<file path="config.mk">
export PLATFORM = sky130hd
export DESIGN_NAME = frogger_top
export DESIGN_NICKNAME = d
export VERILOG_FILES = /design/src/hw/frogger_pkg.sv /design/src/hw/scan_if.sv /design/src/hw/car_lane.sv /design/src/hw/frog_ctrl.sv /design/src/hw/frogger_top.sv /design/src/hw/pixel_render.sv /design/src/hw/scan_counter.sv /design/src/hw/score_display.sv
export SDC_FILE = /design/constraint.sdc
export NUM_CORES = 1
export LEC_CHECK = 0
export BUFFER_PORTS_ARGS = -buffer_cell sky130_fd_sc_hd__clkbuf_2
export CAP_MARGIN = 40
export CORE_UTILIZATION = 35
export CTS_BUF_LIST = sky130_fd_sc_hd__clkbuf_8
export DETAILED_ROUTE_END_ITERATION = 7
export PLACE_DENSITY_LB_ADDON = 0.25
export SLEW_MARGIN = 20
export SYNTH_ARGS = -nofsm -noshare
export SYNTH_HDL_FRONTEND = slang
export SYNTH_SLANG_ARGS = --single-unit
</file>
<file path="constraint.sdc">
create_clock -name i_Clk -period 6.61 [get_ports i_Clk]
set_input_delay 0.661 -clock i_Clk [delete_from_list [all_inputs] [get_ports i_Clk]]
set_output_delay 0.661 -clock i_Clk [all_outputs]
set_load 0.02 [all_outputs]
</file>
<file path="src/hw/frogger_pkg.sv">
package frogger_pkg;

	// Playfield size in tiles
	localparam int c_GAME_WIDTH  = 14;
	localparam int c_GAME_HEIGHT = 13;
	// Road lanes, one car each
	localparam int c_NUM_LANES   = 5;

	// Tile coordinate, same width for column and row
	typedef logic [5:0] tile_t;
	// Score holds 0..99
	typedef logic [6:0] score_t;
	typedef logic [1:0] lives_t;
	// One colour channel
	typedef logic [3:0] rgb_t;

	// Start tile, middle of the bottom safe row
	localparam tile_t  c_START_X     = 6'd7;
	localparam tile_t  c_START_Y     = 6'd12;
	localparam score_t c_MAX_SCORE   = 7'd99;
	localparam lives_t c_START_LIVES = 2'd3;

	typedef enum logic [1:0] {IDLE, RUNNING, OVER} game_state_e;
	typedef enum logic [1:0] {LILY, WATER, SAFE, ROAD} terrain_e;

	// Flat tile colours
	localparam rgb_t c_FROG_RED  = 4'd0;
	localparam rgb_t c_FROG_GRN  = 4'd15;
	localparam rgb_t c_FROG_BLU  = 4'd0;
	localparam rgb_t c_CAR_RED   = 4'd15;
	localparam rgb_t c_CAR_GRN   = 4'd0;
	localparam rgb_t c_CAR_BLU   = 4'd0;
	// Lily row shares the water colour
	localparam rgb_t c_WATER_RED = 4'd1;
	localparam rgb_t c_WATER_GRN = 4'd0;
	localparam rgb_t c_WATER_BLU = 4'd14;
	localparam rgb_t c_SAFE_RED  = 4'd3;
	localparam rgb_t c_SAFE_GRN  = 4'd0;
	localparam rgb_t c_SAFE_BLU  = 4'd15;
	// Road, tile borders and off-field
	localparam rgb_t c_BLACK_RED = 4'd0;
	localparam rgb_t c_BLACK_GRN = 4'd0;
	localparam rgb_t c_BLACK_BLU = 4'd0;

	// Terrain class of a tile row
	function automatic terrain_e terrain_of_row(input tile_t row);
		terrain_e t;
		if (row == 6'd0) begin
			t = LILY;
		end else if (row <= 6'd5) begin
			t = WATER;
		end else if (row >= 6'd7 && row <= 6'd11) begin
			t = ROAD;
		end else begin
			// Rows 6 and 12
			t = SAFE;
		end
		return t;
	endfunction

endpackage

</file>
<file path="src/hw/scan_if.sv">
interface scan_if;

	// Tile under the current pixel
	frogger_pkg::tile_t col_tile;
	frogger_pkg::tile_t row_tile;
	// Pixel inside the 14 x 13 grid
	logic in_field;
	// First or last line within a tile row
	logic edge_line;
	// Last pixel of the frame, one cycle wide
	logic frame_tick;

	modport source (output col_tile, row_tile, in_field, edge_line, frame_tick);
	modport sink (input col_tile, row_tile, in_field, edge_line, frame_tick);

endinterface

</file>
<file path="src/hw/car_lane.sv">
module car_lane #(
	parameter int c_LANE_ROW    = 11,
	parameter int c_SLOW_FRAMES = 2
) (
	input  logic               i_Clk,
	input  logic               i_rst_n,
	input  logic               i_Restart,
	scan_if.sink               i_Scan,
	input  frogger_pkg::tile_t i_Frog_X,
	input  frogger_pkg::tile_t i_Frog_Y,
	output logic               o_Hit,
	output logic               o_Car_Here
);

	localparam int c_CNT_BITS = $clog2(c_SLOW_FRAMES + 1);
	localparam frogger_pkg::tile_t c_ROW = frogger_pkg::tile_t'(c_LANE_ROW);

	logic [c_CNT_BITS-1:0] r_frame_cnt;
	frogger_pkg::tile_t    r_car_col;
	logic                  w_step;

	// Step once every c_SLOW_FRAMES ticks
	assign w_step = i_Scan.frame_tick && (r_frame_cnt == c_CNT_BITS'(c_SLOW_FRAMES - 1));

	always_ff @(posedge i_Clk) begin
		if (!i_rst_n) begin
			r_frame_cnt <= '0;
			r_car_col   <= '0;
		end else if (i_Restart) begin
			// New game, car back to the left edge
			r_frame_cnt <= '0;
			r_car_col   <= '0;
		end else if (w_step) begin
			r_frame_cnt <= '0;
			// Wrap 13 -> 0
			if (r_car_col == frogger_pkg::tile_t'(frogger_pkg::c_GAME_WIDTH - 1)) begin
				r_car_col <= '0;
			end else begin
				r_car_col <= r_car_col + 1'b1;
			end
		end else if (i_Scan.frame_tick) begin
			r_frame_cnt <= r_frame_cnt + 1'b1;
		end
	end

	// Car tile equals frog tile
	assign o_Hit      = (r_car_col == i_Frog_X) && (c_ROW == i_Frog_Y);
	// Pixel lies on the car tile
	assign o_Car_Here = i_Scan.in_field && (i_Scan.row_tile == c_ROW) &&
	                    (i_Scan.col_tile == r_car_col);

	a_car_col_range: assert property (@(posedge i_Clk) disable iff (!i_rst_n)
		r_car_col < frogger_pkg::c_GAME_WIDTH);

endmodule

</file>
<file path="src/hw/frog_ctrl.sv">
module frog_ctrl (
	input  logic                i_Clk,
	input  logic                i_rst_n,
	input  logic                i_Game_Start,
	input  logic                i_Up_Mvt,
	input  logic                i_Down_Mvt,
	input  logic                i_Left_Mvt,
	input  logic                i_Right_Mvt,
	input  logic                i_Frame_Tick,
	input  logic                i_Hit,
	output frogger_pkg::tile_t  o_Frog_X,
	output frogger_pkg::tile_t  o_Frog_Y,
	output frogger_pkg::score_t o_Score,
	output frogger_pkg::lives_t o_Lives,
	output logic                o_Running,
	output logic                o_Restart
);

	frogger_pkg::game_state_e r_state;
	frogger_pkg::tile_t       r_frog_x;
	frogger_pkg::tile_t       r_frog_y;
	frogger_pkg::score_t      r_score;
	frogger_pkg::lives_t      r_lives;
	// Buttons as {start, up, down, left, right}
	logic [4:0]               w_btn;
	logic [4:0]               r_btn_d;
	logic [4:0]               w_rise;
	// Pending moves as {up, down, left, right}
	logic [3:0]               r_move_pend;
	logic                     r_start_pend;
	frogger_pkg::tile_t       w_move_x;
	frogger_pkg::tile_t       w_move_y;

	assign w_btn  = {i_Game_Start, i_Up_Mvt, i_Down_Mvt, i_Left_Mvt, i_Right_Mvt};
	assign w_rise = w_btn & ~r_btn_d;

	// Edge capture, held until the next tick
	always_ff @(posedge i_Clk) begin
		if (!i_rst_n) begin
			r_btn_d      <= '0;
			r_move_pend  <= '0;
			r_start_pend <= 1'b0;
		end else begin
			r_btn_d <= w_btn;
			if (i_Frame_Tick) begin
				r_move_pend  <= '0;
				r_start_pend <= 1'b0;
			end else begin
				r_move_pend  <= r_move_pend | w_rise[3:0];
				r_start_pend <= r_start_pend | w_rise[4];
			end
		end
	end

	// One move per frame, up > down > left > right, clamped at the grid border
	always_comb begin
		w_move_x = r_frog_x;
		w_move_y = r_frog_y;
		if (r_move_pend[3]) begin
			if (r_frog_y != '0) begin
				w_move_y = r_frog_y - 1'b1;
			end
		end else if (r_move_pend[2]) begin
			if (r_frog_y < frogger_pkg::c_GAME_HEIGHT - 1) begin
				w_move_y = r_frog_y + 1'b1;
			end
		end else if (r_move_pend[1]) begin
			if (r_frog_x != '0) begin
				w_move_x = r_frog_x - 1'b1;
			end
		end else if (r_move_pend[0]) begin
			if (r_frog_x < frogger_pkg::c_GAME_WIDTH - 1) begin
				w_move_x = r_frog_x + 1'b1;
			end
		end
	end

	// Game state only moves on the frame tick
	always_ff @(posedge i_Clk) begin
		if (!i_rst_n) begin
			r_state  <= frogger_pkg::IDLE;
			r_lives  <= frogger_pkg::c_START_LIVES;
			r_score  <= '0;
			r_frog_x <= frogger_pkg::c_START_X;
			r_frog_y <= frogger_pkg::c_START_Y;
		end else if (i_Frame_Tick) begin
			case (r_state)
				frogger_pkg::RUNNING: begin
					if (i_Hit) begin
						// Hit wins over any pending move
						r_lives  <= r_lives - 1'b1;
						r_frog_x <= frogger_pkg::c_START_X;
						r_frog_y <= frogger_pkg::c_START_Y;
						if (r_lives == 2'd1) begin
							r_state <= frogger_pkg::OVER;
						end
					end else if (w_move_y == '0) begin
						// Lily row reached
						if (r_score != frogger_pkg::c_MAX_SCORE) begin
							r_score <= r_score + 1'b1;
						end
						r_frog_x <= frogger_pkg::c_START_X;
						r_frog_y <= frogger_pkg::c_START_Y;
					end else begin
						r_frog_x <= w_move_x;
						r_frog_y <= w_move_y;
					end
				end
				default: begin
					// IDLE or OVER, wait for start
					if (r_start_pend) begin
						r_state  <= frogger_pkg::RUNNING;
						r_lives  <= frogger_pkg::c_START_LIVES;
						r_score  <= '0;
						r_frog_x <= frogger_pkg::c_START_X;
						r_frog_y <= frogger_pkg::c_START_Y;
					end
				end
			endcase
		end
	end

	assign o_Frog_X  = r_frog_x;
	assign o_Frog_Y  = r_frog_y;
	assign o_Score   = r_score;
	assign o_Lives   = r_lives;
	assign o_Running = (r_state == frogger_pkg::RUNNING);
	// Cars restart on the same tick the game does
	assign o_Restart = i_Frame_Tick && r_start_pend && (r_state != frogger_pkg::RUNNING);

	a_lives_no_gain: assert property (@(posedge i_Clk) disable iff (!i_rst_n)
		!o_Restart |=> (r_lives <= $past(r_lives)));

endmodule

</file>
<file path="src/hw/frogger_top.sv">
module frogger_top #(
	parameter int c_TOTAL_COLS  = 800,
	parameter int c_TOTAL_ROWS  = 525,
	parameter int c_ACTIVE_COLS = 640,
	parameter int c_ACTIVE_ROWS = 480,
	parameter int c_TILE_BITS   = 5,
	parameter int c_BASE_SLOW   = 20
) (
	input  logic              i_Clk,
	input  logic              i_rst_n,
	input  logic              i_HSync,
	input  logic              i_VSync,
	input  logic              i_Game_Start,
	input  logic              i_Up_Mvt,
	input  logic              i_Down_Mvt,
	input  logic              i_Left_Mvt,
	input  logic              i_Right_Mvt,
	output logic              o_HSync,
	output logic              o_VSync,
	output frogger_pkg::rgb_t o_Red_Video,
	output frogger_pkg::rgb_t o_Grn_Video,
	output frogger_pkg::rgb_t o_Blu_Video,
	output logic              o_LED_1,
	output logic              o_LED_2,
	output logic              o_LED_3,
	output logic              o_LED_4,
	output logic [6:0]        o_Segment1,
	output logic [6:0]        o_Segment2
);

	scan_if scan_bus ();

	logic [9:0]                     w_col_count;
	logic [9:0]                     w_row_count;
	logic                           w_active;
	frogger_pkg::tile_t             w_frog_x;
	frogger_pkg::tile_t             w_frog_y;
	logic [frogger_pkg::c_NUM_LANES-1:0] w_hit;
	logic [frogger_pkg::c_NUM_LANES-1:0] w_car_here;
	logic                           w_any_hit;
	logic                           w_any_car;
	logic                           w_restart;
	logic                           w_running;
	frogger_pkg::score_t            w_score;
	frogger_pkg::lives_t            w_lives;

	scan_counter #(
		.c_TOTAL_COLS(c_TOTAL_COLS),
		.c_TOTAL_ROWS(c_TOTAL_ROWS),
		.c_TILE_BITS (c_TILE_BITS)
	) scan_counter_inst (
		.i_Clk      (i_Clk),
		.i_rst_n    (i_rst_n),
		.i_HSync    (i_HSync),
		.i_VSync    (i_VSync),
		.o_Col_Count(w_col_count),
		.o_Row_Count(w_row_count),
		.o_Scan     (scan_bus.source)
	);

	// Visible part of the frame
	assign w_active = (w_col_count < c_ACTIVE_COLS) && (w_row_count < c_ACTIVE_ROWS);

	// Lane i on row 11 - i, each lane one frame slower than the one below
	for (genvar i = 0; i < frogger_pkg::c_NUM_LANES; i++) begin : g_lane
		car_lane #(
			.c_LANE_ROW   (11 - i),
			.c_SLOW_FRAMES(c_BASE_SLOW + i)
		) car_lane_inst (
			.i_Clk     (i_Clk),
			.i_rst_n   (i_rst_n),
			.i_Restart (w_restart),
			.i_Scan    (scan_bus.sink),
			.i_Frog_X  (w_frog_x),
			.i_Frog_Y  (w_frog_y),
			.o_Hit     (w_hit[i]),
			.o_Car_Here(w_car_here[i])
		);
	end

	assign w_any_hit = |w_hit;
	assign w_any_car = |w_car_here;

	frog_ctrl frog_ctrl_inst (
		.i_Clk       (i_Clk),
		.i_rst_n     (i_rst_n),
		.i_Game_Start(i_Game_Start),
		.i_Up_Mvt    (i_Up_Mvt),
		.i_Down_Mvt  (i_Down_Mvt),
		.i_Left_Mvt  (i_Left_Mvt),
		.i_Right_Mvt (i_Right_Mvt),
		.i_Frame_Tick(scan_bus.frame_tick),
		.i_Hit       (w_any_hit),
		.o_Frog_X    (w_frog_x),
		.o_Frog_Y    (w_frog_y),
		.o_Score     (w_score),
		.o_Lives     (w_lives),
		.o_Running   (w_running),
		.o_Restart   (w_restart)
	);

	pixel_render pixel_render_inst (
		.i_Clk      (i_Clk),
		.i_rst_n    (i_rst_n),
		.i_Scan     (scan_bus.sink),
		.i_HSync    (i_HSync),
		.i_VSync    (i_VSync),
		.i_Active   (w_active),
		.i_Frog_X   (w_frog_x),
		.i_Frog_Y   (w_frog_y),
		.i_Any_Car  (w_any_car),
		.o_HSync    (o_HSync),
		.o_VSync    (o_VSync),
		.o_Red_Video(o_Red_Video),
		.o_Grn_Video(o_Grn_Video),
		.o_Blu_Video(o_Blu_Video)
	);

	score_display score_display_inst (
		.i_Clk     (i_Clk),
		.i_rst_n   (i_rst_n),
		.i_Score   (w_score),
		.o_Segment1(o_Segment1),
		.o_Segment2(o_Segment2)
	);

	// Lives as a thermometer
	assign o_LED_1 = (w_lives >= 2'd1);
	assign o_LED_2 = (w_lives >= 2'd2);
	assign o_LED_3 = (w_lives >= 2'd3);
	assign o_LED_4 = w_running;

endmodule

</file>
<file path="src/hw/pixel_render.sv">
module pixel_render (
	input  logic               i_Clk,
	input  logic               i_rst_n,
	scan_if.sink               i_Scan,
	input  logic               i_HSync,
	input  logic               i_VSync,
	input  logic               i_Active,
	input  frogger_pkg::tile_t i_Frog_X,
	input  frogger_pkg::tile_t i_Frog_Y,
	input  logic               i_Any_Car,
	output logic               o_HSync,
	output logic               o_VSync,
	output frogger_pkg::rgb_t  o_Red_Video,
	output frogger_pkg::rgb_t  o_Grn_Video,
	output frogger_pkg::rgb_t  o_Blu_Video
);

	logic              w_frog_here;
	frogger_pkg::rgb_t w_red;
	frogger_pkg::rgb_t w_grn;
	frogger_pkg::rgb_t w_blu;
	frogger_pkg::rgb_t r_red_1;
	frogger_pkg::rgb_t r_grn_1;
	frogger_pkg::rgb_t r_blu_1;
	logic [1:0]        r_hsync_pipe;
	logic [1:0]        r_vsync_pipe;

	assign w_frog_here = (i_Scan.col_tile == i_Frog_X) && (i_Scan.row_tile == i_Frog_Y);

	// Frog over car over terrain, black off the grid
	always_comb begin
		w_red = frogger_pkg::c_BLACK_RED;
		w_grn = frogger_pkg::c_BLACK_GRN;
		w_blu = frogger_pkg::c_BLACK_BLU;
		if (i_Active && i_Scan.in_field) begin
			if (w_frog_here) begin
				w_red = frogger_pkg::c_FROG_RED;
				w_grn = frogger_pkg::c_FROG_GRN;
				w_blu = frogger_pkg::c_FROG_BLU;
			end else if (i_Any_Car) begin
				w_red = frogger_pkg::c_CAR_RED;
				w_grn = frogger_pkg::c_CAR_GRN;
				w_blu = frogger_pkg::c_CAR_BLU;
			end else begin
				case (frogger_pkg::terrain_of_row(i_Scan.row_tile))
					frogger_pkg::LILY, frogger_pkg::WATER: begin
						w_red = frogger_pkg::c_WATER_RED;
						w_grn = frogger_pkg::c_WATER_GRN;
						w_blu = frogger_pkg::c_WATER_BLU;
					end
					frogger_pkg::SAFE: begin
						// Border lines stay black
						if (!i_Scan.edge_line) begin
							w_red = frogger_pkg::c_SAFE_RED;
							w_grn = frogger_pkg::c_SAFE_GRN;
							w_blu = frogger_pkg::c_SAFE_BLU;
						end
					end
					default: begin
						// Road
						w_red = frogger_pkg::c_BLACK_RED;
						w_grn = frogger_pkg::c_BLACK_GRN;
						w_blu = frogger_pkg::c_BLACK_BLU;
					end
				endcase
			end
		end
	end

	// Two colour stages
	always_ff @(posedge i_Clk) begin
		if (!i_rst_n) begin
			r_red_1     <= '0;
			r_grn_1     <= '0;
			r_blu_1     <= '0;
			o_Red_Video <= '0;
			o_Grn_Video <= '0;
			o_Blu_Video <= '0;
		end else begin
			r_red_1     <= w_red;
			r_grn_1     <= w_grn;
			r_blu_1     <= w_blu;
			o_Red_Video <= r_red_1;
			o_Grn_Video <= r_grn_1;
			o_Blu_Video <= r_blu_1;
		end
	end

	// Sync follows the same two-cycle delay
	always_ff @(posedge i_Clk) begin
		r_hsync_pipe <= {r_hsync_pipe[0], i_HSync};
		r_vsync_pipe <= {r_vsync_pipe[0], i_VSync};
	end

	assign o_HSync = r_hsync_pipe[1];
	assign o_VSync = r_vsync_pipe[1];

endmodule

</file>
<file path="src/hw/scan_counter.sv">
module scan_counter #(
	parameter int c_TOTAL_COLS = 800,
	parameter int c_TOTAL_ROWS = 525,
	parameter int c_TILE_BITS  = 5
) (
	input  logic       i_Clk,
	input  logic       i_rst_n,
	input  logic       i_HSync,
	input  logic       i_VSync,
	output logic [9:0] o_Col_Count,
	output logic [9:0] o_Row_Count,
	scan_if.source     o_Scan
);

	logic                   r_vsync_d;
	logic                   w_frame_start;
	logic [9:0]             w_col_tile_full;
	logic [9:0]             w_row_tile_full;
	logic [c_TILE_BITS-1:0] w_row_in_tile;

	// Rising VSync marks the frame start
	assign w_frame_start = i_VSync && !r_vsync_d;

	always_ff @(posedge i_Clk) begin
		if (!i_rst_n) begin
			// Idle-high sync gives no false edge out of reset
			r_vsync_d   <= 1'b1;
			o_Col_Count <= '0;
			o_Row_Count <= '0;
		end else begin
			r_vsync_d <= i_VSync;
			if (w_frame_start) begin
				// Realign both counters to the frame
				o_Col_Count <= '0;
				o_Row_Count <= '0;
			end else if (o_Col_Count == 10'(c_TOTAL_COLS - 1)) begin
				o_Col_Count <= '0;
				// Next line, wrap at frame end
				if (o_Row_Count == 10'(c_TOTAL_ROWS - 1)) begin
					o_Row_Count <= '0;
				end else begin
					o_Row_Count <= o_Row_Count + 1'b1;
				end
			end else begin
				o_Col_Count <= o_Col_Count + 1'b1;
			end
		end
	end

	// Tile index is the count without its in-tile bits
	assign w_col_tile_full = o_Col_Count >> c_TILE_BITS;
	assign w_row_tile_full = o_Row_Count >> c_TILE_BITS;
	assign w_row_in_tile   = o_Row_Count[c_TILE_BITS-1:0];

	assign o_Scan.col_tile   = w_col_tile_full[5:0];
	assign o_Scan.row_tile   = w_row_tile_full[5:0];
	// Range check on the full index so wide counts never alias into the grid
	assign o_Scan.in_field   = (w_col_tile_full < frogger_pkg::c_GAME_WIDTH) &&
	                           (w_row_tile_full < frogger_pkg::c_GAME_HEIGHT);
	assign o_Scan.edge_line  = (w_row_in_tile == '0) || (w_row_in_tile == '1);
	assign o_Scan.frame_tick = (o_Col_Count == 10'(c_TOTAL_COLS - 1)) &&
	                           (o_Row_Count == 10'(c_TOTAL_ROWS - 1));

	// Counters wrap before the frame totals
	a_count_range: assert property (@(posedge i_Clk) disable iff (!i_rst_n)
		(o_Col_Count < c_TOTAL_COLS) && (o_Row_Count < c_TOTAL_ROWS));

	// Line period of the incoming HSync matches the column total
	a_line_period: assert property (@(posedge i_Clk) disable iff (!i_rst_n)
		$rose(i_HSync) |-> ##c_TOTAL_COLS $rose(i_HSync));

endmodule

</file>
<file path="src/hw/score_display.sv">
module score_display (
	input  logic                i_Clk,
	input  logic                i_rst_n,
	input  frogger_pkg::score_t i_Score,
	output logic [6:0]          o_Segment1,
	output logic [6:0]          o_Segment2
);

	// Digit pattern for 0, active low
	localparam logic [6:0] c_SEG_ZERO = 7'b1000000;

	logic [3:0] w_tens;
	logic [3:0] w_ones;

	// Segments as {g, f, e, d, c, b, a}, low lights
	function automatic logic [6:0] seg_of(input logic [3:0] digit);
		logic [6:0] seg;
		case (digit)
			4'd0:    seg = c_SEG_ZERO;
			4'd1:    seg = 7'b1111001;
			4'd2:    seg = 7'b0100100;
			4'd3:    seg = 7'b0110000;
			4'd4:    seg = 7'b0011001;
			4'd5:    seg = 7'b0010010;
			4'd6:    seg = 7'b0000010;
			4'd7:    seg = 7'b1111000;
			4'd8:    seg = 7'b0000000;
			4'd9:    seg = 7'b0010000;
			default: seg = 7'b1111111;
		endcase
		return seg;
	endfunction

	// Score saturates at 99 so tens fits one digit
	assign w_tens = 4'(i_Score / 7'd10);
	assign w_ones = 4'(i_Score % 7'd10);

	always_ff @(posedge i_Clk) begin
		if (!i_rst_n) begin
			o_Segment1 <= c_SEG_ZERO;
			o_Segment2 <= c_SEG_ZERO;
		end else begin
			// Left digit tens, right digit ones
			o_Segment1 <= seg_of(w_tens);
			o_Segment2 <= seg_of(w_ones);
		end
	end

endmodule
</file>
Yosys cells after proc, flatten, opt, wreduce, memory -nomap -nowiden. Memories as Yosys holds them, arrays and structs flattened. A register that Yosys moved wholly into a read port is not among the register bits. Index checks and enable logic that the tools add are counted.

Memories: 2. Word-level logic and storage cells: 228. Output and inout port bits: 32. Memory bits (read-only): 224. Flip-flop bits (word level): 137.

Eq/ne operators: 51. Bitwise logic cells: 6. Multiplexer cells: 48. $lt $le $gt $ge: 12. Reductions and logical operators: 60. Add/subtract/negate cells: 18. Divide/modulo/power cells: 2.

Memories: (no name shown) (depth 16, width 7, read ports 1, clocked after memory_dff 1, wr ports 0, line score_display.sv:18) `case (digit)`; (no name shown) (depth 16, width 7, read ports 1, clocked after memory_dff 1, wr ports 0, line score_display.sv:18).

Operators with widths (count): 2-to-1 mux 6 bit (23); adder 6 x 1 -> 6 bit (second input constant) (7); == test 5 x 6 -> 1 bit (7); 2-to-1 mux 7 bit (5); == test 5 bit (second input constant) (6); == test 6 x 4 -> 1 bit (second input constant) (5); == test 6 bit (5); logical AND 1 bit (29); 2-to-1 mux 2 bit (13); adder 5 x 1 -> 5 bit (second input constant) (5); == test 4 x 6 -> 1 bit (first input constant) (4); OR reduction 3 bit (7); adder 10 x 1 -> 10 bit (second input constant) (2); == test 10 bit (second input constant) (2); == test 5 x 4 -> 1 bit (second input constant) (4); case mux 4 bit (2 select lines) (2); logical NOT 6 bit (2); < comparator 6 x 4 -> 1 bit (second input constant) (2); 2-to-1 mux 4 bit (3); nonzero test 6 bit (2); subtractor 6 x 1 -> 6 bit (second input constant) (2); < comparator 10 bit (second input constant) (1); < comparator 10 x 9 -> 1 bit (second input constant) (1); < comparator 5 x 4 -> 1 bit (second input constant) (2); 39 further kinds (56).

Depth between registers and ports, before layout. Gate-level depths: netlist of the first run.

Word-level depth: 12. Gate-level depth with buffers: 14.

By module. From an unflattened synthesis of the first run, not the netlist that was laid out.

Cells, all modules: 1085. Area total of the unflattened synthesis: 9320.2 µm².

By module, submodules not included: frog_ctrl (cells each 228, instances 1, area each 1943.1 µm², seq. area each 660.6 µm²); score_display (cells each 179, instances 1, area each 1470.2 µm², seq. area each 280.3 µm²); scan_counter (cells each 130, instances 1, area each 1109.8 µm², seq. area each 420.4 µm²); car_lane at g_lane[1].car_lane_inst (cells each 99, instances 1, area each 837.1 µm², seq. area each 220.2 µm²); car_lane at g_lane[2].car_lane_inst (cells each 98, instances 1, area each 827.0 µm², seq. area each 220.2 µm²); car_lane at g_lane[3].car_lane_inst (cells each 99, instances 1, area each 827.0 µm², seq. area each 220.2 µm²); car_lane at g_lane[0].car_lane_inst (cells each 90, instances 1, area each 802.0 µm², seq. area each 220.2 µm²); car_lane at g_lane[4].car_lane_inst (cells each 89, instances 1, area each 779.5 µm², seq. area each 220.2 µm²); pixel_render (cells each 61, instances 1, area each 663.1 µm², seq. area each 320.3 µm²); frogger_top (cells each 12, instances 1, area each 61.3 µm², seq. area each 0.0 µm²).

Worst setup path before layout of the first run. OpenSTA, ideal clock, no wires.

Path kind: register -> register. Start: register frog_ctrl_inst.r_frog_y[0] (netlist: frog_ctrl_inst.o_Frog_Y[0]). End: register frog_ctrl_inst.r_frog_x[1] (netlist: frog_ctrl_inst.o_Frog_X[1]). Stages on the path, launching flop included: 12. Data arrival time: 2700 ps. Library setup time: 123 ps. Buffers on the path: 1. Slack: 3786 ps. Required time: 6487 ps. Cells stage by stage: dfxtp_1 clkbuf_1 inv_1 ha_1 nor2b_1 a21o_1 a21o_1 o31a_1 or4_1 nand3_2 o21a_4 mux2_1.

Cells in the longest elaborated chain, start to end: 8.

RTL lines: start, declared (line frog_ctrl.sv:21) `frogger_pkg::tile_t r_frog_y;`; start signal, assigned (line frog_ctrl.sv:85) `r_frog_y <= frogger_pkg::c_START_Y;`; start signal, assigned (line frog_ctrl.sv:93) `r_frog_y <= frogger_pkg::c_START_Y;`; start signal, assigned (line frog_ctrl.sv:103) `r_frog_y <= frogger_pkg::c_START_Y;`; parallel branches: the longest is 8 deep, another holds adder 6 x 1 -> 6 bit; end signal, assigned (line frog_ctrl.sv:92) `r_frog_x <= frogger_pkg::c_START_X;`; end signal, assigned (line frog_ctrl.sv:102) `r_frog_x <= frogger_pkg::c_START_X;`; end signal, assigned (line frog_ctrl.sv:105) `r_frog_x <= w_move_x;`; end, declared (line frog_ctrl.sv:20) `frogger_pkg::tile_t r_frog_x;`.

Parallel ways; which one is timed is not known. A chain may end at the register's enable or synchronous reset.

Worst setup path in the final report of the first run.
Start: register scan_counter_inst.o_Col_Count[9]. End: register frog_ctrl_inst.r_score[5] (netlist: frog_ctrl_inst.o_Score[5]).

Cells in the longest elaborated chain, start to end: 3.

RTL lines: start, declared (line scan_counter.sv:10) `output logic [9:0] o_Col_Count,`; start signal, assigned (line scan_counter.sv:45) `o_Col_Count <= o_Col_Count + 1'b1;`; == test 10 bit (line scan_counter.sv:61) `assign o_Scan.frame_tick = (o_Col_Count == 10'(c_TOTAL_COLS - 1)) &&`; logical AND 1 bit (line scan_counter.sv:61); AND reduction 5 bit (no line); end signal, assigned (line frog_ctrl.sv:100) `r_score <= r_score + 1'b1;`; end, declared (line frog_ctrl.sv:22) `frogger_pkg::score_t r_score;`.

Every way passes these cells.

==> impl_results.md, run 1 <==
- Post-layout util: 38.7%
- ANT nets after route: 0
- VDD IR max: 0.0957 mV
- Detailed Route WL: about 17,000 um
- WP data required: around 7 ns
- Max clock buf depth: 2
- Clock tree root buffer cell: clkbuf_8
- Core area: 22,600 um^2
- Hpwl dp: 12,400 um
- Total CTS buffers: 17
- #FFs+latches synth: 139
- Largest net degree at the start of global routing: 38
- Worst min path class: in2reg
- Final Hold Fails: 0
- Fraction of final layout cells sized beyond drive strength 1: 10.9%
- CTS H-tree lvls: 4
- Worst slew pin tran: 0.783 ns
- Top cells by area, synth: dfxtp_1 (34%), ha_1 (7.4%), xnor2_1 (7.1%)
- Antenna violations before repair: 0
- RSZ-0062 raised after global routing: no
- Net Count, Synth: between 1,000 and 1,500
- Setup Skew: 0.0171 ns
- Pre-CTS setup slack: approximately 3.4 ns
- Max-slew violations: 0
- Most common cell after layout, fill and taps aside: dfxtp_1
- # IOs: 41
- Ys Warns: 0
- Routed vias: ~6,200
- Clock sinks: 139
- Minimum clock period: 3.29 ns
- Hold_buf cts: 0
- Post-synthesis async set-or-reset flop share: 0%
- Worst path arrival time: about 3.7 ns
- Ant diodes: 0
- Worst Path Max Fanout: 12
- DR WL/cell: 13.9 um
- Initial core utilization: 35.6%
- Std cell rows: 55
- Worst setup EP type: register
- CTS tree: yes
- Max-cap violation count: 0
- Netlist cell types: 84
- Mapped Area: about 8100 um^2
- Slew HR: 46.4%
- Pre-Repair DR Iteration Count: 5
- Die Width: 154 um
- Leading cell types in the layout, fill and taps excluded: dfxtp_1 (139), nor2_1 (102), nand2_1 (71)
- Remaining routing DRC violations: 0
- Post-synth top flop: dfxtp_1
- Startpoint type of the worst setup path: register
- Total track usage: 15.4%
- Tcrit/Tclk final: 49.7%
- Die Ht: 154 um
- Post-synthesis sequential area ratio: 34.5%
- Pwr/cell area: 194 nW/um^2
- CTS clk-pin slew, worst paths: 0.09 ns
- TNS Setup: 0 ns
- Die ar.: 23,700 um^2
- First-pass GRT wire length: 29,300 um
- Post-synth EDFFs: 0
- Post-CTS Setup Bufs: 0
- Area growth, synth to finish: 8.65%
- Vias in the first global route: around 5,800
- Status: finished, final reports clean
- GPL Wtd Cong: between 0.8 and 0.9
- Worst Slack Setup Final: 3.32 ns
- Via density: 5.01
- Pleak: around 0.0033 uW
- Max Fclk: 304 MHz
- Port bufs: 40
- Synth area leader: dfxtp_1
- Setup CP Type: reg2reg
- Syn avg cell area: 8.53 um^2
- 1st-iter DRT viols: between 200 and 300
- Top-area cell type share of the netlist area: 34.5%
- Final setup violation count: 0
- CTS resizes: 0
- Syn Inst Count: ~950
- Total grt overflow: 0
- Worst skew pair latency: 0.45 ns
- Final net count: 1,002
-- metal layers --
metal	track usage [%]	routed length [um]	part of all wire (%)
met3	2.73	454	2.6
met4	6.05	327	1.9
met5	0	0	0
met1	21.1	9110	53
met2	23.7	7330	43
-- cell usage after synthesis, drive strengths merged, types with 7 or more instances --
master,count
nor2,103
a21oi,43
nand3,29
nand4,37
or3,10
a211oi,11
clkbuf,30
mux2i,15
xor2,63
and2,16
a21o,10
nor2b,7
nor3,18
nand2,71
nand2b,13
inv,45
o21ai,31
o21a,7
dfxtp,139
xnor2,66
buf,36
ha,48
nor4,13
a31oi,9
-- cell type report --
class,instances,area (um^2)
Fill cell,2323,13900
Multi-Input combinational cell,695,4770
Sequential cell,139,2780
Tap cell,285,357
Clock buffer,17,234
Timing Repair Buffer,45,231
Clock inverter,15,221
Inverter,46,173
-- sequential cells by signal, summed over array words and instances (netlist names), 2 cells and up --
register                          count
frog_ctrl_inst.o_Frog_X               6
frog_ctrl_inst.o_Frog_Y               6
frog_ctrl_inst.o_Lives                2
frog_ctrl_inst.o_Score                7
frog_ctrl_inst.r_btn_d                5
frog_ctrl_inst.r_move_pend            4
frog_ctrl_inst.r_state                2
g_lane.car_lane_inst.r_car_col       30
g_lane.car_lane_inst.r_frame_cnt     25
pixel_render_inst.o_Blu_Video         2
pixel_render_inst.o_Red_Video         3
pixel_render_inst.r_blu_1             2
pixel_render_inst.r_hsync_pipe        2
pixel_render_inst.r_red_1             3
pixel_render_inst.r_vsync_pipe        2
scan_counter_inst.o_Col_Count        10
scan_counter_inst.o_Row_Count        10
score_display_inst.o_Segment1         7
score_display_inst.o_Segment2         7
-- kinds of logic (layout without fill, tap and decap cells) --
| group | count (synthesis) | after routing | synth area share [%] |
|---|---|---|---|
| adders and majority gates | 50 | 50 | 7.81 |
| xor gates and xnor gates | 129 | 129 | 14.1 |
| muxes | 17 | 17 | 2.19 |
| and+or+nand+nor | 352 | 352 | 23.0 |
| buffers and inverters | 112 | 123 | 6.42 |
| DFF | 139 | 139 | 34.5 |
| AOI/OAI and AO/OA | 147 | 147 | 12.0 |
-- metrics by stage --
step	instance area [um^2]	power (uW)	hold slack (ns)	cells
after floorplan	8070	908	0.310	946
after global placement	8300	924	0.310	1208
after detailed placement	8310	924	0.317	1210
after CTS	8770	1730	0.277	1242
after global routing	8770	1780	0.277	1242
final	8770	1700	0.309	1242
-- worst paths after layout --
kind / start / endpoint / slack (ns) / cells after the start
worst max-delay path: scan_counter_inst.o_Col_Count[9] / frog_ctrl_inst.o_Score[5] / 3.32 / 7
worst min-delay path: i_HSync / pixel_render_inst.r_hsync_pipe[0] / 0.31 / 1
worst max register to register: scan_counter_inst.o_Col_Count[9] / frog_ctrl_inst.o_Score[5] / 3.32 / 7
worst min register to register: pixel_render_inst.r_vsync_pipe[0] / pixel_render_inst.r_vsync_pipe[1] / 0.33 / 0
-- critical path, stage by stage, from the launching register on --
cell and delay [ns]:
dfxtp_1 0.63, nor4b_4 0.31, nand3_2 0.16, nor2_2 0.63, o21ai_1 0.39, or4_1 0.55
or4_1 0.42, a21oi_1 0.14
-- power by group --
part,total [uW],switching [uW],internal (uW)
Sequential,852,6.82,845
Clock,798,347,450
Combinational,52.7,34.1,18.7
Total,1700,388,1310
(Power assumes the default switching activity.)
==> inputs of run 2 (changes only) <==
Settings changed: ABC_AREA set to 1.
Clock period 6.61 ns to 2.9 ns, I/O delays scaled along.
==> impl_results.md, run 2 <==
- CTS clk-pin slew, worst paths: 0.09 ns
- Max-slew violations: 0
- Worst min path class: in2reg
- Status: finished, final reports clean
- Vias in the first global route: approximately 7,000
- Std cell rows: 56
- Worst setup EP type: register
- Hold_sp: i_Up_Mvt
- Pleak: between 0.004 and 0.005 uW
- Total grt overflow: 0
- Detailed Route WL: 20,600 um
- FF-to-FF path depth: 23
- Die ar.: 24,400 um^2
- Worst path arrival time: 3.09 ns
- Pwr/cell area: 414 nW/um^2
- Minimum clock period: ~2.7 ns
- Ant diodes: 0
- Worst-path cell chain: buf_4, a21oi_4, nand2_4, nand2_8, nor2_2, nor2_2, inv_2, nand2_4, nand2_2, nand2_1, inv_2, ha_1, inv_2, nand3_4, inv_2, nor2_4, nand2_1, nand2_1, ha_1, inv_1, nand3_1, nand3_1, a21oi_2
- Total track usage: 17.8%
- R2r endpoint: score_display_inst.o_Segment2[3]
- Reg-to-Reg Start: frog_ctrl_inst.o_Score[6]
- Slew HR: a little over half
- Area growth, synth to finish: 15.0%
- GRT met3 Usage: 3.05%
- Worst skew pair latency: roughly 0.46 ns
- Post-synthesis async set-or-reset flop share: 0%
- Antenna violations before repair: 0
- Hpwl dp: 15,200 um
- Syn avg cell area: between 7 and 8 um^2
- Worst path max stage delay: 0.37 ns
- # IOs: 41
- Post-synth top flop: dfxtp_1
- 1st-iter DRT viols: about 500
- Clock sinks: about 140
- Post-synth EDFFs: 0
- Synth area leader: dfxtp_1
- Max Fclk: 368 MHz
- Commonest cells post-synth: nand2_1 (202), inv_1 (148), dfxtp_1 (139)
- Initial core utilization: 35.6%
- Netlist cell types: slightly above 60
- Via density: 4.89
- Pre-Repair DR Iteration Count: 5
- Reg area: about 2800 um^2
- ANT nets after route: 0
- Worst hold stages: 3
- Clock tree root buffer cell: clkbuf_8
- Post-synthesis sequential area ratio: 33.4%
- Hold Path End: frog_ctrl_inst.r_btn_d[3]
- GPL Wtd Cong: 0.876
- Final Hold Fails: 0
- Final setup violation count: 0
- VDD IR max: 0.365 mV
- Setup Skew: 0.0172 ns
- Die Width: 156 um
- Top-count cell post-synth: nand2_1
- Fraction of final layout cells sized beyond drive strength 1: 17.0%
- Core area: 23,400 um^2
- Mapped Area: 8330 um^2
- Most Crowded Layer GR: met2
- Ys Warns: 0
- Syn Inst Count: 1,153
- Fillers: about 2,500
- Worst Path Max Fanout: 10
- Routing usage on met1: a little under a quarter
- Leading cell types in the layout, fill and taps excluded: nand2_1 (201), inv_1 (146), dfxtp_1 (136)
- DR WL/cell: 13.3 um
- TNS Setup: 0 ns
- GR Layer Usage met2: 29.1%
- Net Count, Synth: 1,211
- #FFs+latches synth: 139
- CP max stage cell: dfxtp_4
- Tcrit/Tclk final: 93.8%
- First-pass GRT wire length: 34,500 um
- Max clock buf depth: 2
- Top cells by area, synth: dfxtp_1 (33%), nand2_1 (9.1%), ha_1 (7.2%)
- Total CTS buffers: 17
- Max reg flops: 30
- Routed vias: around 7,600
- Port bufs: 40
- Max-cap violation count: 0
- Top Registers: g_lane.car_lane_inst.r_car_col: 30 flops, g_lane.car_lane_inst.r_frame_cnt: 25 flops
- Most flops, register: g_lane.car_lane_inst.r_car_col
- Multi-input gate area: 4690 um^2
- Most common cell after layout, fill and taps aside: nand2_1
- Final hold slack: 0.0297 ns
- Largest net degree at the start of global routing: 24
- Startpoint type of the worst setup path: register
- WP data required: 3.27 ns
- Worst slew pin tran: 0.683 ns
- CTS tree: yes
- Final net count: 1,276
- Setup CP Type: reg2reg
- CTS H-tree lvls: 4
- Most frequent cell on the critical path: inv_2
- Remaining routing DRC violations: 0
- Die Ht: roughly 160 um
- R2R Setup Slk: 0.18 ns
- Top-area cell type share of the netlist area: 33.4%
-- run 2: changes by cell type after synthesis, moves of 15 or more --
cell and change:
nand3_1 +36, clkbuf_1 -16, xnor2_1 -49, xor2_1 -34, a21oi_1 +28, inv_1 +105
nor3_1 +22, inv_2 +26, nand2_1 +131, nand4_1 -15
-- run 2: kinds of logic (layout without fill, tap and decap cells) --
kind of cell | Yosys count | in the layout | synth area share (%)
simple gates | 518 | 518 | 30.3
buf+inv | 215 | 293 | 10.5
compound gates | 187 | 187 | 13.6
flops | 139 | 139 | 33.4
fa+ha+maj | 49 | 49 | 7.45
xor+xnor | 45 | 45 | 4.73
-- run 2: final cells by class --
cell class,count,area share (%)
clock inverters,14,2.26
clock buffers,18,2.59
flip-flops and latches,139,29.1
multi-input cells,799,49.0
inverters,181,7.22
well taps,319,4.17
repair buffers,80,5.67
-- run 2: worst max-delay path: cells and delay by family (launching register included) --
kind / cells / cell delay, ns
buffers and inverters: 6 / 0.50
adder cells (fa/ha/maj): 2 / 0.47
AND/OR/NAND/NOR: 13 / 1.07
flip-flops: 1 / 0.37
AO/OA/AOI/OAI: 2 / 0.21
-- run 2: through the flow --
stage               utilization (%)  setup slack (ns)  total power (uW)  cell area [um^2]  instances
floorplan                         -             0.199              2080              8330       1153
global placement               38.4            0.0450              2120              8970       1507
detailed placement             38.5            0.0325              2120              9000       1508
CTS                            40.6            0.0150              4020              9510       1544
global route                   40.9           -0.0176              4130              9580       1550
finish                         40.9             0.180              3960              9580       1550
-- run 2: per-layer routing --
metal | vias up | part of all wire [%]
met4 | 0 | 1.5
met3 | 29 | 4.2
met2 | 170 | 45
met1 | 3468 | 49
li1 | 3910 | -
met5 | - | 0
-- run 2: worst max path at each step --
| stage | from | end | slack, ns |
|---|---|---|---|
| 2_1_floorplan | frog_ctrl_inst.o_Score[6] | score_display_inst.o_Segment2[3] | 0.20 |
| 3_3_place_gp | frog_ctrl_inst.o_Score[6] | score_display_inst.o_Segment2[3] | 0.04 |
| 3_5_place_dp | frog_ctrl_inst.o_Score[6] | score_display_inst.o_Segment2[3] | 0.03 |
| 4_1_cts | frog_ctrl_inst.o_Score[6] | score_display_inst.o_Segment2[3] | 0.02 |
| 5_1_grt | frog_ctrl_inst.o_Score[4] | score_display_inst.o_Segment2[3] | -0.02 |
| 6_report | frog_ctrl_inst.o_Score[6] | score_display_inst.o_Segment2[3] | 0.18 |
-- run 2: power breakdown --
part	total, uW	switching, uW	internal [uW]
Clock	1880	830	1050
Combinational	143	91.1	52.1
Sequential	1940	14.2	1920
Total	3960	935	3030
-- run 2: what timing repair did --
item | CTS | global route
setup endpoints to repair | 0 | 11
hold buffers | 4 | 0
buffers inserted | 0 | 6
gates resized for setup | 0 | 12
hold endpoints to repair | 4 | 0
